$ cat config.mk
export PLATFORM = sky130hd
export DESIGN_NAME = tti_event_capture_flat
export DESIGN_NICKNAME = d
export VERILOG_FILES = /design/src/source/tti_pkg.sv /design/src/source/tti_event_if.sv /design/src/source/tti_event_capture.sv /design/src/flat_wrapper.sv
export SDC_FILE = /design/constraint.sdc
export NUM_CORES = 1
export LEC_CHECK = 0
export BUFFER_PORTS_ARGS = -buffer_cell sky130_fd_sc_hd__buf_2
export CAP_MARGIN = 10
export CORE_MARGIN = 3
export CORE_UTILIZATION = 38
export CTS_BUF_LIST = sky130_fd_sc_hd__clkbuf_8
export CTS_CLUSTER_DIAMETER = 120
export CTS_CLUSTER_SIZE = 16
export DETAILED_ROUTE_END_ITERATION = 16
export GPL_ROUTABILITY_DRIVEN = 0
export HOLD_SLACK_MARGIN = 0.05
export PLACE_DENSITY = 0.9
export SYNTH_ARGS = -nofsm -noshare
export SYNTH_HDL_FRONTEND = slang
export SYNTH_SLANG_ARGS = --single-unit
$ cat constraint.sdc
create_clock -name clk_i -period 0.8 [get_ports clk_i]
set_input_delay 0.12 -clock clk_i [delete_from_list [all_inputs] [get_ports clk_i]]
set_output_delay 0.12 -clock clk_i [all_outputs]
set_load 0.01 [all_outputs]
$ cat src/source/tti_pkg.sv
//*************************************************
// Shared widths and interrupt source encoding for the
// target transaction interface glue
//*************************************************

package tti_pkg;

  // Interrupt sources handled by the TTI
  localparam int unsigned NumIrq = 6;

  // Descriptor word width on both queue ports
  localparam int unsigned DescDataWidth = 32;

  // Bit position of each source inside an interrupt vector
  typedef enum logic [$clog2(NumIrq)-1:0] {
    IRQ_RX_DESC          = 3'd0,
    IRQ_RX_DESC_THLD     = 3'd1,
    IRQ_RX_DATA_THLD     = 3'd2,
    IRQ_IBI_DONE         = 3'd3,
    IRQ_TX_DESC_COMPLETE = 3'd4,
    IRQ_TX_DESC_START    = 3'd5
  } irq_src_e;

  // One bit per source, indexed by irq_src_e
  typedef logic [NumIrq-1:0] irq_vec_t;

  // Single descriptor word
  typedef logic [DescDataWidth-1:0] desc_t;

endpackage : tti_pkg

$ cat src/source/tti_event_if.sv
//*************************************************
// Registered interrupt event strobes, capture to status
//*************************************************

`timescale 1ns/1ps

interface tti_event_if;
  import tti_pkg::*;

  // Sources firing this cycle
  irq_vec_t set_vec;
  // Clears from queue reads and IBI status reads
  irq_vec_t hw_clr_vec;
  // Software write-one-to-clear
  irq_vec_t sw_clr_vec;
  // Software force
  irq_vec_t force_vec;

  modport capture (
    output set_vec,
    output hw_clr_vec,
    output sw_clr_vec,
    output force_vec
  );

  modport status (
    input set_vec,
    input hw_clr_vec,
    input sw_clr_vec,
    input force_vec
  );

endinterface : tti_event_if

$ cat src/source/tti_event_capture.sv
//*************************************************
// First interrupt stage, maps raw strobes to per-source
// set and clear vectors and registers them
//*************************************************

`timescale 1ns/1ps

module tti_event_capture (
  input  logic               clk_i,
  input  logic               rst_ni,

  input  logic               rx_desc_write_i,
  input  logic               rx_data_write_i,
  input  logic               rx_desc_thld_trig_i,
  input  logic               rx_data_thld_trig_i,
  input  logic               ibi_status_we_i,
  input  logic               tx_pr_start_i,
  input  logic               tx_pr_end_i,
  input  logic               recovery_mode_i,
  input  logic               rx_desc_queue_ack_i,
  input  logic               rx_data_queue_ack_i,
  input  logic               ibi_status_rd_i,

  input  tti_pkg::irq_vec_t  intr_w1c_i,
  input  tti_pkg::irq_vec_t  intr_force_i,

  tti_event_if.capture       ev
);
  import tti_pkg::*;

  irq_vec_t set_d;
  irq_vec_t hw_clr_d;

  // Recovery mode only lets the IBI source through
  always_comb begin
    set_d                       = '0;
    set_d[IRQ_RX_DESC]          = rx_desc_write_i & ~recovery_mode_i;
    set_d[IRQ_RX_DESC_THLD]     = rx_desc_write_i & rx_desc_thld_trig_i & ~recovery_mode_i;
    set_d[IRQ_RX_DATA_THLD]     = rx_data_write_i & rx_data_thld_trig_i & ~recovery_mode_i;
    set_d[IRQ_IBI_DONE]         = ibi_status_we_i;
    set_d[IRQ_TX_DESC_COMPLETE] = tx_pr_end_i & ~recovery_mode_i;
    set_d[IRQ_TX_DESC_START]    = tx_pr_start_i & ~recovery_mode_i;
  end

  // Private-read sources are cleared by W1C only
  always_comb begin
    hw_clr_d                   = '0;
    hw_clr_d[IRQ_RX_DESC]      = rx_desc_queue_ack_i;
    hw_clr_d[IRQ_RX_DESC_THLD] = rx_desc_queue_ack_i;
    hw_clr_d[IRQ_RX_DATA_THLD] = rx_data_queue_ack_i;
    hw_clr_d[IRQ_IBI_DONE]     = ibi_status_rd_i;
  end

  // All four vectors move together, lined up with the queue threshold update
  always_ff @(posedge clk_i or negedge rst_ni) begin
    if (!rst_ni) begin
      ev.set_vec    <= '0;
      ev.hw_clr_vec <= '0;
      ev.sw_clr_vec <= '0;
      ev.force_vec  <= '0;
    end else begin
      ev.set_vec    <= set_d;
      ev.hw_clr_vec <= hw_clr_d;
      ev.sw_clr_vec <= intr_w1c_i;
      ev.force_vec  <= intr_force_i;
    end
  end

  // Nothing but IBI done may fire for a cycle sampled in recovery mode
  a_recovery_gate : assert property (
    @(posedge clk_i) disable iff (!rst_ni)
    $past(recovery_mode_i) |->
      ((ev.set_vec & ~(irq_vec_t'(1) << IRQ_IBI_DONE)) == '0)
  ) else $error("Recovery-gated interrupt source fired during recovery mode");

endmodule : tti_event_capture

$ cat src/flat_wrapper.sv
// flat-port wrapper written by rule: the top's interface ports become plain ports
module tti_event_capture_flat import tti_pkg::*;
  (clk_i, rst_ni, rx_desc_write_i, rx_data_write_i, rx_desc_thld_trig_i, rx_data_thld_trig_i, ibi_status_we_i, tx_pr_start_i, tx_pr_end_i, recovery_mode_i, rx_desc_queue_ack_i, rx_data_queue_ack_i, ibi_status_rd_i, intr_w1c_i, intr_force_i, ev_set_vec, ev_hw_clr_vec, ev_sw_clr_vec, ev_force_vec);
  tti_event_if ev_i ();
  input  logic clk_i;
  input  logic rst_ni;
  input  logic rx_desc_write_i;
  input  logic rx_data_write_i;
  input  logic rx_desc_thld_trig_i;
  input  logic rx_data_thld_trig_i;
  input  logic ibi_status_we_i;
  input  logic tx_pr_start_i;
  input  logic tx_pr_end_i;
  input  logic recovery_mode_i;
  input  logic rx_desc_queue_ack_i;
  input  logic rx_data_queue_ack_i;
  input  logic ibi_status_rd_i;
  input  tti_pkg::irq_vec_t intr_w1c_i;
  input  tti_pkg::irq_vec_t intr_force_i;
  output wire logic [$bits(ev_i.set_vec)-1:0] ev_set_vec;
  output wire logic [$bits(ev_i.hw_clr_vec)-1:0] ev_hw_clr_vec;
  output wire logic [$bits(ev_i.sw_clr_vec)-1:0] ev_sw_clr_vec;
  output wire logic [$bits(ev_i.force_vec)-1:0] ev_force_vec;
  assign ev_set_vec = ev_i.set_vec;
  assign ev_hw_clr_vec = ev_i.hw_clr_vec;
  assign ev_sw_clr_vec = ev_i.sw_clr_vec;
  assign ev_force_vec = ev_i.force_vec;
  tti_event_capture u_core (.clk_i(clk_i), .rst_ni(rst_ni), .rx_desc_write_i(rx_desc_write_i), .rx_data_write_i(rx_data_write_i), .rx_desc_thld_trig_i(rx_desc_thld_trig_i), .rx_data_thld_trig_i(rx_data_thld_trig_i), .ibi_status_we_i(ibi_status_we_i), .tx_pr_start_i(tx_pr_start_i), .tx_pr_end_i(tx_pr_end_i), .recovery_mode_i(recovery_mode_i), .rx_desc_queue_ack_i(rx_desc_queue_ack_i), .rx_data_queue_ack_i(rx_data_queue_ack_i), .ibi_status_rd_i(ibi_status_rd_i), .intr_w1c_i(intr_w1c_i), .intr_force_i(intr_force_i), .ev(ev_i));
endmodule
==> results.md <==
* Endpoint with the worst hold slack: u_core.ev.set_vec[4]$_DFF_PN0_
* Number of setup violations in the final report at 22
* Post-Syn Area at 598 sq um
* Total global routing track utilization at between 10% and 20%
* LEAKAGE at between 0.5 and 0.6 nW
* Top-level port count at between 40 and 50
* P&R area growth vs syn at 77.6%
* Most used flip-flop cell after synthesis: sky130_fd_sc_hd__dfrtp_1
* Total global routing overflow at 0
* Number of flops mapped to enable cells by yosys at 0
* Final Instance Area at ~1100 sq um
* Maximum level of the CTS H-tree at 1
* Starting density of the core at about 43%
* XOR/XNOR share of the synthesized area at 0%
* Launch point of the worst hold path: tx_pr_end_i
* CTS max path bufs at 2
* Post-synthesis sequential element count at 21
* Number of antenna violations at the first check in global routing at 0
* Global-route wire length before repair at between 2 and 2.5 mm
* Post-synthesis cell type count at 5
* Cells along the critical path: buf_2
* TritonCTS clock tree: built
* CP required at roughly 0.68 ns
* Synth Area in Compound Gates at 0%
* Worst setup path startpoint: u_core.ev.set_vec[4]$_DFF_PN0_
* Port Buffers at 46
* Combinational family with the most area after synthesis: simple AND/OR/NAND/NOR gates
* Number of warnings issued by yosys at 0
* Critical Path Sink Type: output port
* Adder-Cell Fraction of Synth Area at 0%
* TNS Setup at -1.40 ns
* Library cell with the largest summed area after synthesis: sky130_fd_sc_hd__dfrtp_1
* Die Footprint at roughly 2100 sq um
* Clock-pin transition on the worst setup and hold timing paths at approximately 0.070 ns
* DRT Pass-1 Iters at 3
* Width of the die at 45.7 microns
* Data arrival time of the critical path at between 0.7 and 0.8 ns
* Areal power density over the cells at roughly 1900 nW/um^2
* Crit-path slowest cell: sky130_fd_sc_hd__dfrtp_1
* Leading cell type by number of instances after synthesis: sky130_fd_sc_hd__dfrtp_1
* Startpoint kind of the worst setup timing path: register
* Post-synth top area share at ~88%
* Clock period minus final worst setup slack at 0.885 ns
* Max_cap viols at 0
* Avg Synthesized Cell Area at around 20 sq um
* Post-synth ARST share at between 90% and 100%
* CTS Buf Count at 3
* Core region area at about 1400 sq um
* Average vias per placed instance at 4.26
* Pin count of the biggest net entering global routing at 22
* DRT iter0 DRCs at 1
* Delay-heaviest family, CP: flip-flops
* RSZ-0062 raised after global routing: yes
* Drt wl/cell at approximately 12 microns
* Final Net Count at ~120
* Top cells by area in the synthesized netlist: sky130_fd_sc_hd__dfrtp_1 88%, sky130_fd_sc_hd__and2b_2 4.4%, sky130_fd_sc_hd__buf_4 3.8%, sky130_fd_sc_hd__and3b_2 3.3%, sky130_fd_sc_hd__conb_1 0.63%
* Routed via count at approximately 470
* Simple-gate area share of the yosys netlist at between 7 and 8%
* Clk sinks at 21
* Sum of buffers and inverters on the critical path at 1
* Number of diodes at 0
* Final slew viol count at 0
* Count of mapped cells out of synthesis at 30
* Antenna-violating nets left at 0
* Minimum setup slack in the final design at -0.0846 ns
* Commonest cells in the synthesized netlist: 21 x sky130_fd_sc_hd__dfrtp_1, 3 x sky130_fd_sc_hd__and2b_2, 3 x sky130_fd_sc_hd__buf_4
* Sequential fraction of the synthesis area at slightly below 90%
* Failing checks: setup timing
* Final hold slack at 0.0981 ns
* DRC violation count after routing at 0
* Critical path peak fanout at 1
* Highest clock frequency the design can meet at approximately 1.1 GHz
* Share of cell area taken by muxes after synthesis at 0%
* Clock root cell: sky130_fd_sc_hd__clkbuf_8
* Total number of placement rows at 13
* Die height at 45.7 microns
* Result of the run: finished, violations left
* Post-placement worst setup slack at ~0.19 ns
* Share of the clock period used by the worst path after layout at 111%
* Setup CP Type: reg -> out
* Worst hold path cell count at 2
* Total wirelength of the detailed-routed design at ~1.3 mm
* Utilization after layout at between 70% and 80%
* Vias in the first global route at roughly 550
* Count of endpoints failing hold in the final timing report at 0
* Share of layout cells above drive strength 1 at 56.8%
* Worst vdd rail ir drop at 1.48 mV
* Peak per-stage delay on the critical path at roughly 0.38 ns
* Worst hold path type: in -> reg
* Area post-placement at 828 sq um
## state kept, by name, indices dropped and copies added (netlist names)
register,count
u_core.ev.hw_clr_vec,3
u_core.ev.force_vec,6
u_core.ev.set_vec,6
u_core.ev.sw_clr_vec,6
## how the worst max path moves through the flow
| stage | to | cells after the start |
|---|---|---|
| 6_report | ev_set_vec[4] | 1 |
| 5_1_grt | ev_hw_clr_vec[0] | 1 |
| 4_1_cts | ev_hw_clr_vec[1] | 1 |
| 3_5_place_dp | ev_hw_clr_vec[1] | 1 |
| 3_3_place_gp | ev_hw_clr_vec[0] | 1 |
| 2_1_floorplan | ev_hw_clr_vec[1] | 1 |
## repair_timing
item / 4_1_cts / 5_1_grt
buffers inserted: 0 / 0
endpoints found under the setup margin: 22 / 22
endpoints found under the hold margin: 37 / 0
resized for setup: 0 / 3
hold buffers: 17 / 0
## cells by family (layout without fill, tap and decap cells)
group / count (synthesis) / count (layout)
other: 1 / 2
flip-flops: 21 / 21
buffers and inverters: 3 / 67
AND/OR/NAND/NOR: 5 / 5
## power by group
group	leakage (nW)	internal, mW	switching [mW]
Sequential	0.252	1.11	0.0144
Combinational	0.296	0.150	0.102
Clock	0.0269	0.340	0.297
Total	0.575	1.60	0.413
## layout make-up
| cell class | instances | area [sq um] |
|---|---|---|
| tap | 15 | 18.8 |
| clock buffer | 3 | 41.3 |
| clock inverter | 1 | 3.75 |
| sequential | 21 | 526 |
| timing repair buffer | 63 | 419 |
| fill | 81 | 320 |
| multi-input combinational | 7 | 53.8 |
## cells in the final DEF, fill, tap and decap left out, drive strengths merged
cell	instances
dlygate4sd3	17
buf	46
and2b	3
clkbuf	3
dfrtp	21
conb	2
inv	1
and3b	2
## per-layer routing
layer  global-route usage (%)  vias to the layer above  routed length (microns)
met3                     6.32                        2                      176
met2                     28.4                       32                      714
met5                        0                        -                        0
li1                         -                      215                        -
met4                     8.77                        0                        9
met1                     14.8                      220                      412
## through the flow
| step | std cells | power (mW) |
|---|---|---|
| after floorplan | 31 | 1.21 |
| after CTS | 110 | 2.02 |
| after detailed placement | 89 | 1.33 |
| after global placement | 89 | 1.32 |
| after global routing | 110 | 2.13 |
| final | 110 | 2.02 |
No activity file was read; power rests on OpenSTA's default activity.
