==> config.mk <==
export PLATFORM = sky130hd
export DESIGN_NAME = tti_irq_status_flat
export DESIGN_NICKNAME = d
export VERILOG_FILES = /design/src/source/tti_pkg.sv /design/src/source/tti_event_if.sv /design/src/source/tti_irq_status.sv /design/src/flat_wrapper.sv
export SDC_FILE = /design/constraint.sdc
export NUM_CORES = 1
export LEC_CHECK = 0
export BUFFER_PORTS_ARGS = -buffer_cell sky130_fd_sc_hd__buf_4
export CORE_AREA = 2 2 39 41
export DETAILED_ROUTE_END_ITERATION = 16
export DIE_AREA = 0 0 41 43
export GPL_TIMING_DRIVEN = 0
export PLACE_DENSITY_LB_ADDON = 0.08
export SLEW_MARGIN = 5
export SYNTH_ARGS = -nofsm -noshare
export SYNTH_HDL_FRONTEND = slang
export SYNTH_SLANG_ARGS = --single-unit
==> constraint.sdc <==
create_clock -name clk_i -period 2.2 [get_ports clk_i]
set_clock_uncertainty 0.2 [all_clocks]
set_input_delay 0.33 -clock clk_i [delete_from_list [all_inputs] [get_ports clk_i]]
set_output_delay 0.33 -clock clk_i [all_outputs]
set_load 0.02 [all_outputs]
==> src/source/tti_pkg.sv <==
//*************************************************
// Shared widths and interrupt source encoding for the
// target transaction interface glue
//*************************************************

package tti_pkg;

  // Interrupt sources handled by the TTI
  localparam int unsigned NumIrq = 6;

  // Descriptor word width on both queue ports
  localparam int unsigned DescDataWidth = 32;

  // Bit position of each source inside an interrupt vector
  typedef enum logic [$clog2(NumIrq)-1:0] {
    IRQ_RX_DESC          = 3'd0,
    IRQ_RX_DESC_THLD     = 3'd1,
    IRQ_RX_DATA_THLD     = 3'd2,
    IRQ_IBI_DONE         = 3'd3,
    IRQ_TX_DESC_COMPLETE = 3'd4,
    IRQ_TX_DESC_START    = 3'd5
  } irq_src_e;

  // One bit per source, indexed by irq_src_e
  typedef logic [NumIrq-1:0] irq_vec_t;

  // Single descriptor word
  typedef logic [DescDataWidth-1:0] desc_t;

endpackage : tti_pkg

==> src/source/tti_event_if.sv <==
//*************************************************
// Registered interrupt event strobes, capture to status
//*************************************************

`timescale 1ns/1ps

interface tti_event_if;
  import tti_pkg::*;

  // Sources firing this cycle
  irq_vec_t set_vec;
  // Clears from queue reads and IBI status reads
  irq_vec_t hw_clr_vec;
  // Software write-one-to-clear
  irq_vec_t sw_clr_vec;
  // Software force
  irq_vec_t force_vec;

  modport capture (
    output set_vec,
    output hw_clr_vec,
    output sw_clr_vec,
    output force_vec
  );

  modport status (
    input set_vec,
    input hw_clr_vec,
    input sw_clr_vec,
    input force_vec
  );

endinterface : tti_event_if

==> src/source/tti_irq_status.sv <==
//*************************************************
// Second interrupt stage, status flops and the single
// enabled interrupt line
//*************************************************

`timescale 1ns/1ps

module tti_irq_status (
  input  logic               clk_i,
  input  logic               rst_ni,

  tti_event_if.status        ev,

  input  tti_pkg::irq_vec_t  intr_enable_i,
  output tti_pkg::irq_vec_t  intr_status_o,
  output logic               irq_o
);
  import tti_pkg::*;

  irq_vec_t status_q;
  irq_vec_t status_d;
  irq_vec_t clr_vec;
  irq_vec_t set_any;

  assign clr_vec = ev.hw_clr_vec | ev.sw_clr_vec;
  assign set_any = ev.set_vec | ev.force_vec;

  // Set and force win over any clear in the same cycle
  always_comb begin
    status_d = status_q;
    for (int i = 0; i < NumIrq; i++) begin
      if (set_any[i]) begin
        status_d[i] = 1'b1;
      end else if (clr_vec[i]) begin
        status_d[i] = 1'b0;
      end
    end
  end

  always_ff @(posedge clk_i or negedge rst_ni) begin
    if (!rst_ni) begin
      status_q <= '0;
    end else begin
      status_q <= status_d;
    end
  end

  assign intr_status_o = status_q;

  // Enable masks the line only, status stays visible
  assign irq_o = |(status_q & intr_enable_i);

  // Every captured set shows up in status one edge later
  a_set_reaches_status : assert property (
    @(posedge clk_i) disable iff (!rst_ni)
    (ev.set_vec != '0) |=>
      ((intr_status_o & $past(ev.set_vec)) == $past(ev.set_vec))
  ) else $error("Interrupt set strobe did not reach the status bits");

  a_irq_masked : assert property (
    @(posedge clk_i) disable iff (!rst_ni)
    ((intr_status_o & intr_enable_i) == '0) |-> !irq_o
  ) else $error("Interrupt raised with no enabled status bit");

endmodule : tti_irq_status

==> src/flat_wrapper.sv <==
// flat-port wrapper written by rule: the top's interface ports become plain ports
module tti_irq_status_flat import tti_pkg::*;
  (clk_i, rst_ni, intr_enable_i, intr_status_o, irq_o, ev_set_vec, ev_hw_clr_vec, ev_sw_clr_vec, ev_force_vec);
  tti_event_if ev_i ();
  input  logic clk_i;
  input  logic rst_ni;
  input  tti_pkg::irq_vec_t intr_enable_i;
  output tti_pkg::irq_vec_t intr_status_o;
  output logic irq_o;
  input wire logic [$bits(ev_i.set_vec)-1:0] ev_set_vec;
  input wire logic [$bits(ev_i.hw_clr_vec)-1:0] ev_hw_clr_vec;
  input wire logic [$bits(ev_i.sw_clr_vec)-1:0] ev_sw_clr_vec;
  input wire logic [$bits(ev_i.force_vec)-1:0] ev_force_vec;
  assign ev_i.set_vec = ev_set_vec;
  assign ev_i.hw_clr_vec = ev_hw_clr_vec;
  assign ev_i.sw_clr_vec = ev_sw_clr_vec;
  assign ev_i.force_vec = ev_force_vec;
  tti_irq_status u_core (.clk_i(clk_i), .rst_ni(rst_ni), .ev(ev_i), .intr_enable_i(intr_enable_i), .intr_status_o(intr_status_o), .irq_o(irq_o));
endmodule
==> results of run 1 <==
[per-layer routing]
metal / wire [um] / up-vias
met1: 295 / 147
met3: 151 / 0
li1: - / 170
met5: 0 / -
met4: 0 / 0
met2: 312 / 26
[power by group through the flow]
stage | Combinational, mW | Clock, mW | Sequential (mW)
finish | 0.0750 | 0.0977 | 0.122
global route | 0.0822 | 0.106 | 0.122
CTS | 0.0767 | 0.101 | 0.122
detailed placement | 0.0751 | 0 | 0.123
global placement | 0.0743 | 0 | 0.123
floorplan | 0.0118 | 0 | 0.130
[worst paths after layout]
check / depth (start not counted) / start / end / slack, ns
worst max-delay path: 3 / u_core.intr_status_o[0] / irq_o / 0.56
worst min-delay path: 2 / ev_set_vec[0] / u_core.intr_status_o[0] / 0.08
worst max register to register: 1 / u_core.intr_status_o[0] / u_core.intr_status_o[0] / 1.23
worst min register to register: 1 / u_core.intr_status_o[2] / u_core.intr_status_o[2] / 0.32
max in group asynchronous: 2 / rst_ni / u_core.intr_status_o[4] / 1.45
min in group asynchronous: 2 / rst_ni / u_core.intr_status_o[1] / 0.24
[layout make-up]
cell class / count / area, sq um / share of cell area [%]
clock buffers: 3 / 22.5 / 3.81
repair buffers: 39 / 295 / 50.0
multi-input cells: 16 / 103 / 17.4
flip-flops and latches: 6 / 150 / 25.4
well taps: 16 / 20.0 / 3.39
[logic make-up (layout without fill, tap and decap cells)]
kind of cell | count (synthesis) | in the layout | synth area share [%]
simple gates | 7 | 7 | 10.9
buf+inv | 0 | 42 | 0
compound gates | 9 | 9 | 29.7
flops | 6 | 6 | 59.4
[stage by stage]
step,hold WS [ns],total power [mW]
after global placement,-0.0606,0.198
after floorplan,-0.166,0.142
final,0.0794,0.294
after global routing,0.0807,0.311
after detailed placement,-0.0589,0.198
after CTS,0.0750,0.300
[cells in the mapped netlist]
| master | n |
|---|---|
| a211o_1 | 6 |
| dfrtp_1 | 6 |
| nor2_1 | 6 |
| a22oi_1 | 3 |
| nand3_1 | 1 |
[cell usage in the layout, fill, tap and decap left out]
| master | Yosys | routed |
|---|---|---|
| a211o_1 | 6 | 6 |
| a22oi_1 | 3 | 3 |
| buf_4 | 0 | 38 |
| clkbuf_4 | 0 | 3 |
| dfrtp_1 | 6 | 6 |
| dlygate4sd3_1 | 0 | 1 |
| nand3_1 | 1 | 1 |
| nor2_1 | 6 | 6 |
==> impl_metrics.toml, run 1 <==
[run_status]
outcome = "complete, no violations"

[die]
row_count = 14
die_h_um = 43
top_level_ports = 39
die_width_um = 41
die-area_sq_um = 1760
start_util_pct = 18.3
core_area_sq_um = 1380

[sta]
rsz0062_at_grt = "false"
fin_crit_sh_pct = 74.7
relSlewSlack_pct = 87.8
hold_viol = 0
fin_crit_ns = 1.64
tns_ns = 0
setup_ws_ns = 0.556
fmax_ghz = 0.608
finalSetupViolCount = 0
slew_viol_final = 0
worst_pin_slew_ns = 0.182

[clock_network]
post_cts_buffers = 0
ctsResizeCount = 0
htree_levels = 1
clock_latency_ns = 0.24
cts_tree = "yes"
numCtsBuffers = 3
clk_path_buf_depth = 2
holdBufCountCts = 1
cts_root_buffer = "clkbuf_4"
clock_sinks = 6
clk_pin_slew_ns = 0.04

[cells_and_area]
final_nets = 98
diodes = 0
final_area_sq_um = 591
final_util_pct = 42.7
largest_reg_flops = 6
final_cells = 80
areaGrowthSynthToFinish_pct = 134
layout-drive-gt1-share_pct = 64.1
num-fill-cells = 136

[synth]
synth_cell_types = 5
ys_seq_area_share_pct = 59.4
avgSynthCellArea_sq_um = 11.5
ys_ff_latch = 6
synthTopCellsByArea = "dfrtp_1, a211o_1, a22oi_1"
synth_area_leader_cell = "dfrtp_1"
synth_top_area_share_pct = 59.4
syn_nets = 54
ys_warn_count = 0
synth_area_sq_um = 253
synth_cells = 22

[placed_design]
io_buffer_count = 38
pre_cts_slack_ns = 0.766
gp_congestion = 0.580
placed_area_sq_um = 558
dpl.cell_count = 76
dp_hpwl_um = 661

[grt]
globalRouteMet1Util_pct = 12.3
grt_pass1_vias = 322
grtUsageMet2_pct = 12.8
grt_overflow = 0
grt-busiest-layer = "met2"
grt_antenna_before_repair = 0
track_usage_pct = 9.83
grt_pass1_wl_mm = 1.14
grtUsageMet3_pct = 3.66
grt_max_degree = 7

[power]
seq_power_share_pct = 41.3
p_sw_share_pct = 22.1
p_leak_nw = 0.299
p_per_area_nw_per_um2 = 498
p_int_mw = 0.229
power.share.clock_pct = 33.2
max-vdd-ir-drop_mv = 0.233
comb_power_share_pct = 25.5
p_sw_mw = 0.0649

[job]
max-cap-violations = 0

[route]
ant_nets = 0
drt_wl_total_um = 760
drt_pass1_iterations = 2
first_iter_violations = 2
drc = 0
wl_per_cell_um = 9.50
route.vias.total = 343
drt-vias-per-instance = 4.29

[setup_path]
crit_chain = "a22oi_1 -> nand3_1 -> buf_4"
crit_fanout = 3
crit_arrival_ns = 1.11
setup.worst_path.class = "reg2out"
required_ns = 1.67
crit_buf_inv = 1
cp-end-kind = "primary output"
cpPeakStageDelay_ns = 0.40
start_kind = "flip-flop"
cp_slowest_cell = "dfrtp_1"
critical-path-top-delay-family = "flip-flops"

[worst_hold_path]
hold_path_class = "in2reg"
Power figures use the tool's default switching activity.
==> run 2: changes to the inputs <==
--- a/config.mk
+++ b/config.mk
@@ -5,6 +5,7 @@
 export SDC_FILE = /design/constraint.sdc
 export NUM_CORES = 1
 export LEC_CHECK = 0
+export ABC_AREA = 1
 export BUFFER_PORTS_ARGS = -buffer_cell sky130_fd_sc_hd__buf_4
 export CORE_AREA = 2 2 39 41
 export DETAILED_ROUTE_END_ITERATION = 16
==> constraint.sdc (replaced) <==
create_clock -name clk_i -period 1.6 [get_ports clk_i]
set_clock_uncertainty 0.2 [all_clocks]
set_input_delay 0.24 -clock clk_i [delete_from_list [all_inputs] [get_ports clk_i]]
set_output_delay 0.24 -clock clk_i [all_outputs]
set_load 0.02 [all_outputs]
==> run 2 against run 1 <==
  * Register-to-register slack worse by 0.48 ns
  * Sequential share of layout area is 5.4 points lower
  * Sequential power is 37% higher
  * Largest power group unchanged
==> impl_metrics.toml, run 2 <==
[synth]
ys_async_sr_fraction_pct = 100
synth.most_common_cell = "nand2_1"
synth_area_sq_um = 293
synth_common_cells = "nand2_1, inv_1, nor2_1"
synthFlopType = "dfrtp_1"
ys_warn_count = 0
syn_nets = 74
synth_cells = 42
ys_seq_area_share_pct = 51.3
synth_area_leader_cell = "dfrtp_1"
avgSynthCellArea_sq_um = 6.97
ys_ff_latch = 6
synthTopCellsByArea = "dfrtp_1, nand2_1, o21ai_0"
synth-edff-count = 0
synth_cell_types = 5
synth_top_area_share_pct = 51.3

[die]
die-area_sq_um = 1760
row_count = 14
core_area_sq_um = 1380
die_width_um = 41
start_util_pct = 21.2
die_h_um = 43
top_level_ports = 39

[setup_path]
required_ns = 1.16
crit_arrival_ns = 1.04
r2r_end = "u_core.intr_status_o[0]"
cp_slowest_cell = "dfrtp_1"
reg2reg_depth = 2
crit_chain = "nand2_1 -> nand2_1 -> nor2_1 -> nand2_1 -> buf_4"
crit_buf_inv = 1
crit_top_cell = "nand2_1"
cp-end-kind = "primary output"
crit_fanout = 3
setup.worst_path.class = "reg2out"
reg2reg_slack_ns = 0.75
worstReg2RegStart = "u_core.intr_status_o[0]"
start_kind = "flip-flop"
critical-path-top-delay-family = "flip-flops"
cpPeakStageDelay_ns = 0.39

[route]
drt-vias-per-instance = 3.96
drt_pass1_iterations = 3
route.vias.total = 444
wl_per_cell_um = 9.24
drc = 0
first_iter_violations = 1
drt_wl_total_mm = 1.04
ant_nets = 0

[clock_network]
clock_sinks = 6
post_cts_buffers = 0
cts_root_buffer = "clkbuf_4"
clock_latency_ns = 0.24
numCtsBuffers = 3
htree_levels = 1
clk_path_buf_depth = 2
clk_pin_slew_ns = 0.04
cts_tree = "yes"

[sta]
relSlewSlack_pct = 89.9
tns_ns = 0
fin_crit_ns = 1.48
hold_viol = 0
fin_crit_sh_pct = 92.3
slew_viol_final = 0
rsz0062_at_grt = "false"
finalSetupViolCount = 0
fmax_ghz = 0.677
worst_hold_slack_ns = 0.00644
setup_ws_ns = 0.123
worst_pin_slew_ns = 0.150

[cells_and_area]
diodes = 0
layout-drive-gt1-share_pct = 42.7
final_area_sq_um = 751
num-fill-cells = 144
final_nets = 130
areaGrowthSynthToFinish_pct = 156
final_util_pct = 54.2
multi_input_area_sq_um = 116
largest_reg_flops = 6
final_cell_mix = "buf_4, nand2_1, dlygate4sd3_1"
final-seq-area_sq_um = 150
final_common_cell = "buf_4"

[power]
p_leak_nw = 0.413
p_per_area_nw_per_um2 = 578
max-vdd-ir-drop_mv = 0.303

[grt]
track_usage_pct = 13.5
grt_pass1_wl_mm = 1.55
grt_overflow = 0
grt_antenna_before_repair = 0
grt_max_degree = 7
grt_pass1_vias = 423

[job]
max-cap-violations = 0

[placed_design]
gp_congestion = 0.612
pre_cts_slack_ns = 0.366
io_buffer_count = 38
placed_area_sq_um = 598
dp_hpwl_um = 688

[worst_hold_path]
hold_path_class = "in2reg"
hold_path_end = "u_core.intr_status_o[4]"
hold_path_depth = 3
hp-start = "ev_set_vec[4]"

[run_status]
outcome = "complete, no violations"
-- run 2: cell count changes after synthesis, sizes merged --
cell | before | now
a22oi | 3 | 0
a211o | 6 | 0
o21ai | 0 | 6
nor2 | 6 | 7
inv | 0 | 7
nand2 | 0 | 16
nand3 | 1 | 0
-- run 2: layout make-up --
| class | instances | area share, % |
|---|---|---|
| Tap cell | 16 | 2.67 |
| Sequential cell | 6 | 20.0 |
| Clock buffer | 3 | 3.00 |
| Timing Repair Buffer | 51 | 55.3 |
| Multi-Input combinational cell | 29 | 15.5 |
| Inverter | 7 | 3.50 |
-- run 2: metal layers --
| metal | share of wire [%] | up-vias | global-route usage [%] |
|---|---|---|---|
| li1 | - | 234 | - |
| met1 | 34 | 190 | 11.8 |
| met2 | 57 | 20 | 25.0 |
| met3 | 8.7 | 0 | 4.71 |
| met4 | 0 | 0 | 6.00 |
| met5 | 0 | - | 0 |
-- run 2: where the power goes --
part | internal (mW) | total (mW) | leakage, nW | switching (mW)
clock network | 0.0845 | 0.134 | 0.0138 | 0.0493
logic | 0.0889 | 0.133 | 0.339 | 0.0446
registers | 0.161 | 0.167 | 0.0600 | 0.00604
-- run 2: worst register-to-register path, stage by stage (launching register included) --
cell	delay, ns
dfrtp_1	0.36
nand2_1	0.06
o21ai_0	0.15
-- run 2: logic make-up after synthesis --
group | synth area share, %
compound gates | 10.3
simple gates | 29.5
flops | 51.3
buf+inv | 8.98
-- run 2: worst max path at each step --
| stage | from | cells after the start | to | slack, ns |
|---|---|---|---|---|
| after floorplan | u_core.intr_status_o[4] | 4 | irq_o | 0.36 |
| after global placement | u_core.intr_status_o[4] | 5 | irq_o | 0.36 |
| after detailed placement | u_core.intr_status_o[4] | 5 | irq_o | 0.37 |
| after CTS | u_core.intr_status_o[4] | 5 | irq_o | 0.10 |
| after global routing | u_core.intr_status_o[4] | 5 | irq_o | 0.06 |
| final | u_core.intr_status_o[4] | 5 | irq_o | 0.12 |
-- run 2: what timing repair did --
item	CTS	global route
resized for setup	0	0
endpoints found under the hold margin	12	0
hold buffers	13	0
-- run 2: per-stage QoR --
step / power [mW] / std cells
floorplan: 0.200 / 42
global placement: 0.276 / 96
detailed placement: 0.277 / 96
CTS: 0.443 / 112
global route: 0.468 / 112
finish: 0.434 / 112
==> run 3: changes to the inputs <==
==> constraint.sdc (replaced) <==
create_clock -name clk_i -period 1.6 [get_ports clk_i]
set_clock_uncertainty 0.2 [all_clocks]
set_input_delay 0.08 -clock clk_i [delete_from_list [all_inputs] [get_ports clk_i]]
set_output_delay 0.08 -clock clk_i [all_outputs]
set_load 0.02 [all_outputs]
==> run 3 against run 2 <==
  * Cell area increased by 1.3%
  * Count of clock-buffer cells in the layout unchanged
  * Flip-flop and latch count did not move
  * Via count is 1.4% higher
  * Combinational power is essentially flat
  * Die area stayed put
  * Largest power group unchanged
  * Sequential share of layout area is 0.26 points lower
  * Setup slack lost 0.0019 ns
  * Worst hold slack improved by 0.33 ns
==> impl_metrics.toml, run 3 (same netlist as run 2, synthesis figures left out) <==
[sta]
finalSetupViolCount = 0
worst_hold_slack_ns = 0.333
rsz0062_at_grt = "false"
fmax_ghz = 0.676
fin_crit_sh_pct = 92.4
setup_ws_ns = 0.121
fin_crit_ns = 1.48
slew_viol_final = 0
worst_pin_slew_ns = 0.286
hold_viol = 0
relSlewSlack_pct = 80.9
tns_ns = 0

[setup_path]
crit_buf_inv = 3
crit_arrival_ns = 1.45
cp_slowest_cell = "dlygate4sd3_1"
reg2reg_slack_ns = 0.21
cpPeakStageDelay_ns = 0.56
crit_top_cell = "dlygate4sd3_1"
crit_chain = "dlygate4sd3_1 -> buf_4 -> o21ai_0 -> dlygate4sd3_1"
crit_fanout = 1
cp-end-kind = "flip-flop"
required_ns = 1.57
critical-path-top-delay-family = "buffers and inverters"
setup.worst_path.class = "in2reg"
start_kind = "input pin"

[die]
top_level_ports = 39
start_util_pct = 21.2
die_width_um = 41
die_h_um = 43
row_count = 14
core_area_sq_um = 1380
die-area_sq_um = 1760

[route]
drt_pass1_iterations = 3
route.vias.total = 450
ant_nets = 0
wl_per_cell_um = 8.56
drt_wl_total_um = 967
drc = 0
drt-vias-per-instance = 3.98
first_iter_violations = 2

[power]
total_power_mw = 0.436
p_leak_nw = 0.407
max-vdd-ir-drop_mv = 0.289
p_per_area_nw_per_um2 = 573

[placed_design]
io_buffer_count = 38
placed_area_sq_um = 598
dpl.cell_count = 96
gp_congestion = 0.612
pre_cts_slack_ns = 0.526
dp_hpwl_um = 688

[run_status]
outcome = "complete, no violations"

[cells_and_area]
final_util_pct = 55.0
final_common_cell = "buf_4"
areaGrowthSynthToFinish_pct = 160
final_nets = 131
final_area_sq_um = 761
largest_reg_flops = 6
layout-drive-gt1-share_pct = 42.3
diodes = 0
final_cells = 113
final_cell_mix = "buf_4, nand2_1, dlygate4sd3_1"

[clock_network]
clk_pin_slew_ns = 0.04
ctsResizeCount = 0
cts_tree = "yes"
clk_path_buf_depth = 2
cts_root_buffer = "clkbuf_4"
holdBufCountCts = 14
htree_levels = 1
clock_latency_ns = 0.24
post_cts_buffers = 0
numCtsBuffers = 3
clock_sinks = 6

[job]
max-cap-violations = 0

[grt]
grt_pass1_vias = 400
grt_overflow = 0
grt_pass1_wl_mm = 1.44
grt_max_degree = 7
grt_antenna_before_repair = 0
track_usage_pct = 12.2

[worst_hold_path]
hold_path_class = "in2out"
## run 3: cell count changes in the layout (fill, tap and decap cells not counted), sizes merged
| cell | before | now |
|---|---|---|
| dlygate4sd3 | 13 | 14 |
## run 3: routing by layer
metal | routed length (um) | track usage, % | share of wire, % | vias to the layer above
met5 | 0 | 0 | 0 | -
met4 | 0 | 6.00 | 0 | 0
met3 | 91 | 4.71 | 9.4 | 0
met2 | 513 | 20.0 | 53 | 20
met1 | 362 | 12.7 | 37 | 192
li1 | - | - | - | 238
## run 3: path summary, 6_finish.rpt
check / end / cells past startpoint / from
setup reg to reg: u_core.intr_status_o[4] / 3 / u_core.intr_status_o[4]
min in group asynchronous: u_core.intr_status_o[0] / 3 / rst_ni
hold / removal: irq_o / 6 / intr_enable_i[0]
setup / recovery: u_core.intr_status_o[4] / 4 / ev_hw_clr_vec[4]
hold reg to reg: u_core.intr_status_o[3] / 3 / u_core.intr_status_o[3]
max in group asynchronous: u_core.intr_status_o[3] / 3 / rst_ni
## run 3: tightest hold or removal path: cells and delay by family
kind,cells,cell delay (ns)
buf+inv,2,0.20
simple gates,4,0.17
## run 3: cell type report
cell class | instances | area (sq um)
clock buffer | 3 | 22.5
fill | 144 | 623
inverter | 7 | 26.3
multi-input combinational | 29 | 116
sequential | 6 | 150
tap | 16 | 20.0
timing repair buffer | 52 | 425
## run 3: report_power, final
group          switching, mW  internal (mW)  total, mW  leakage (nW)
Sequential           0.00602          0.161      0.167        0.0600
Combinational         0.0439         0.0909      0.135         0.334
Clock                 0.0498         0.0845      0.134        0.0138
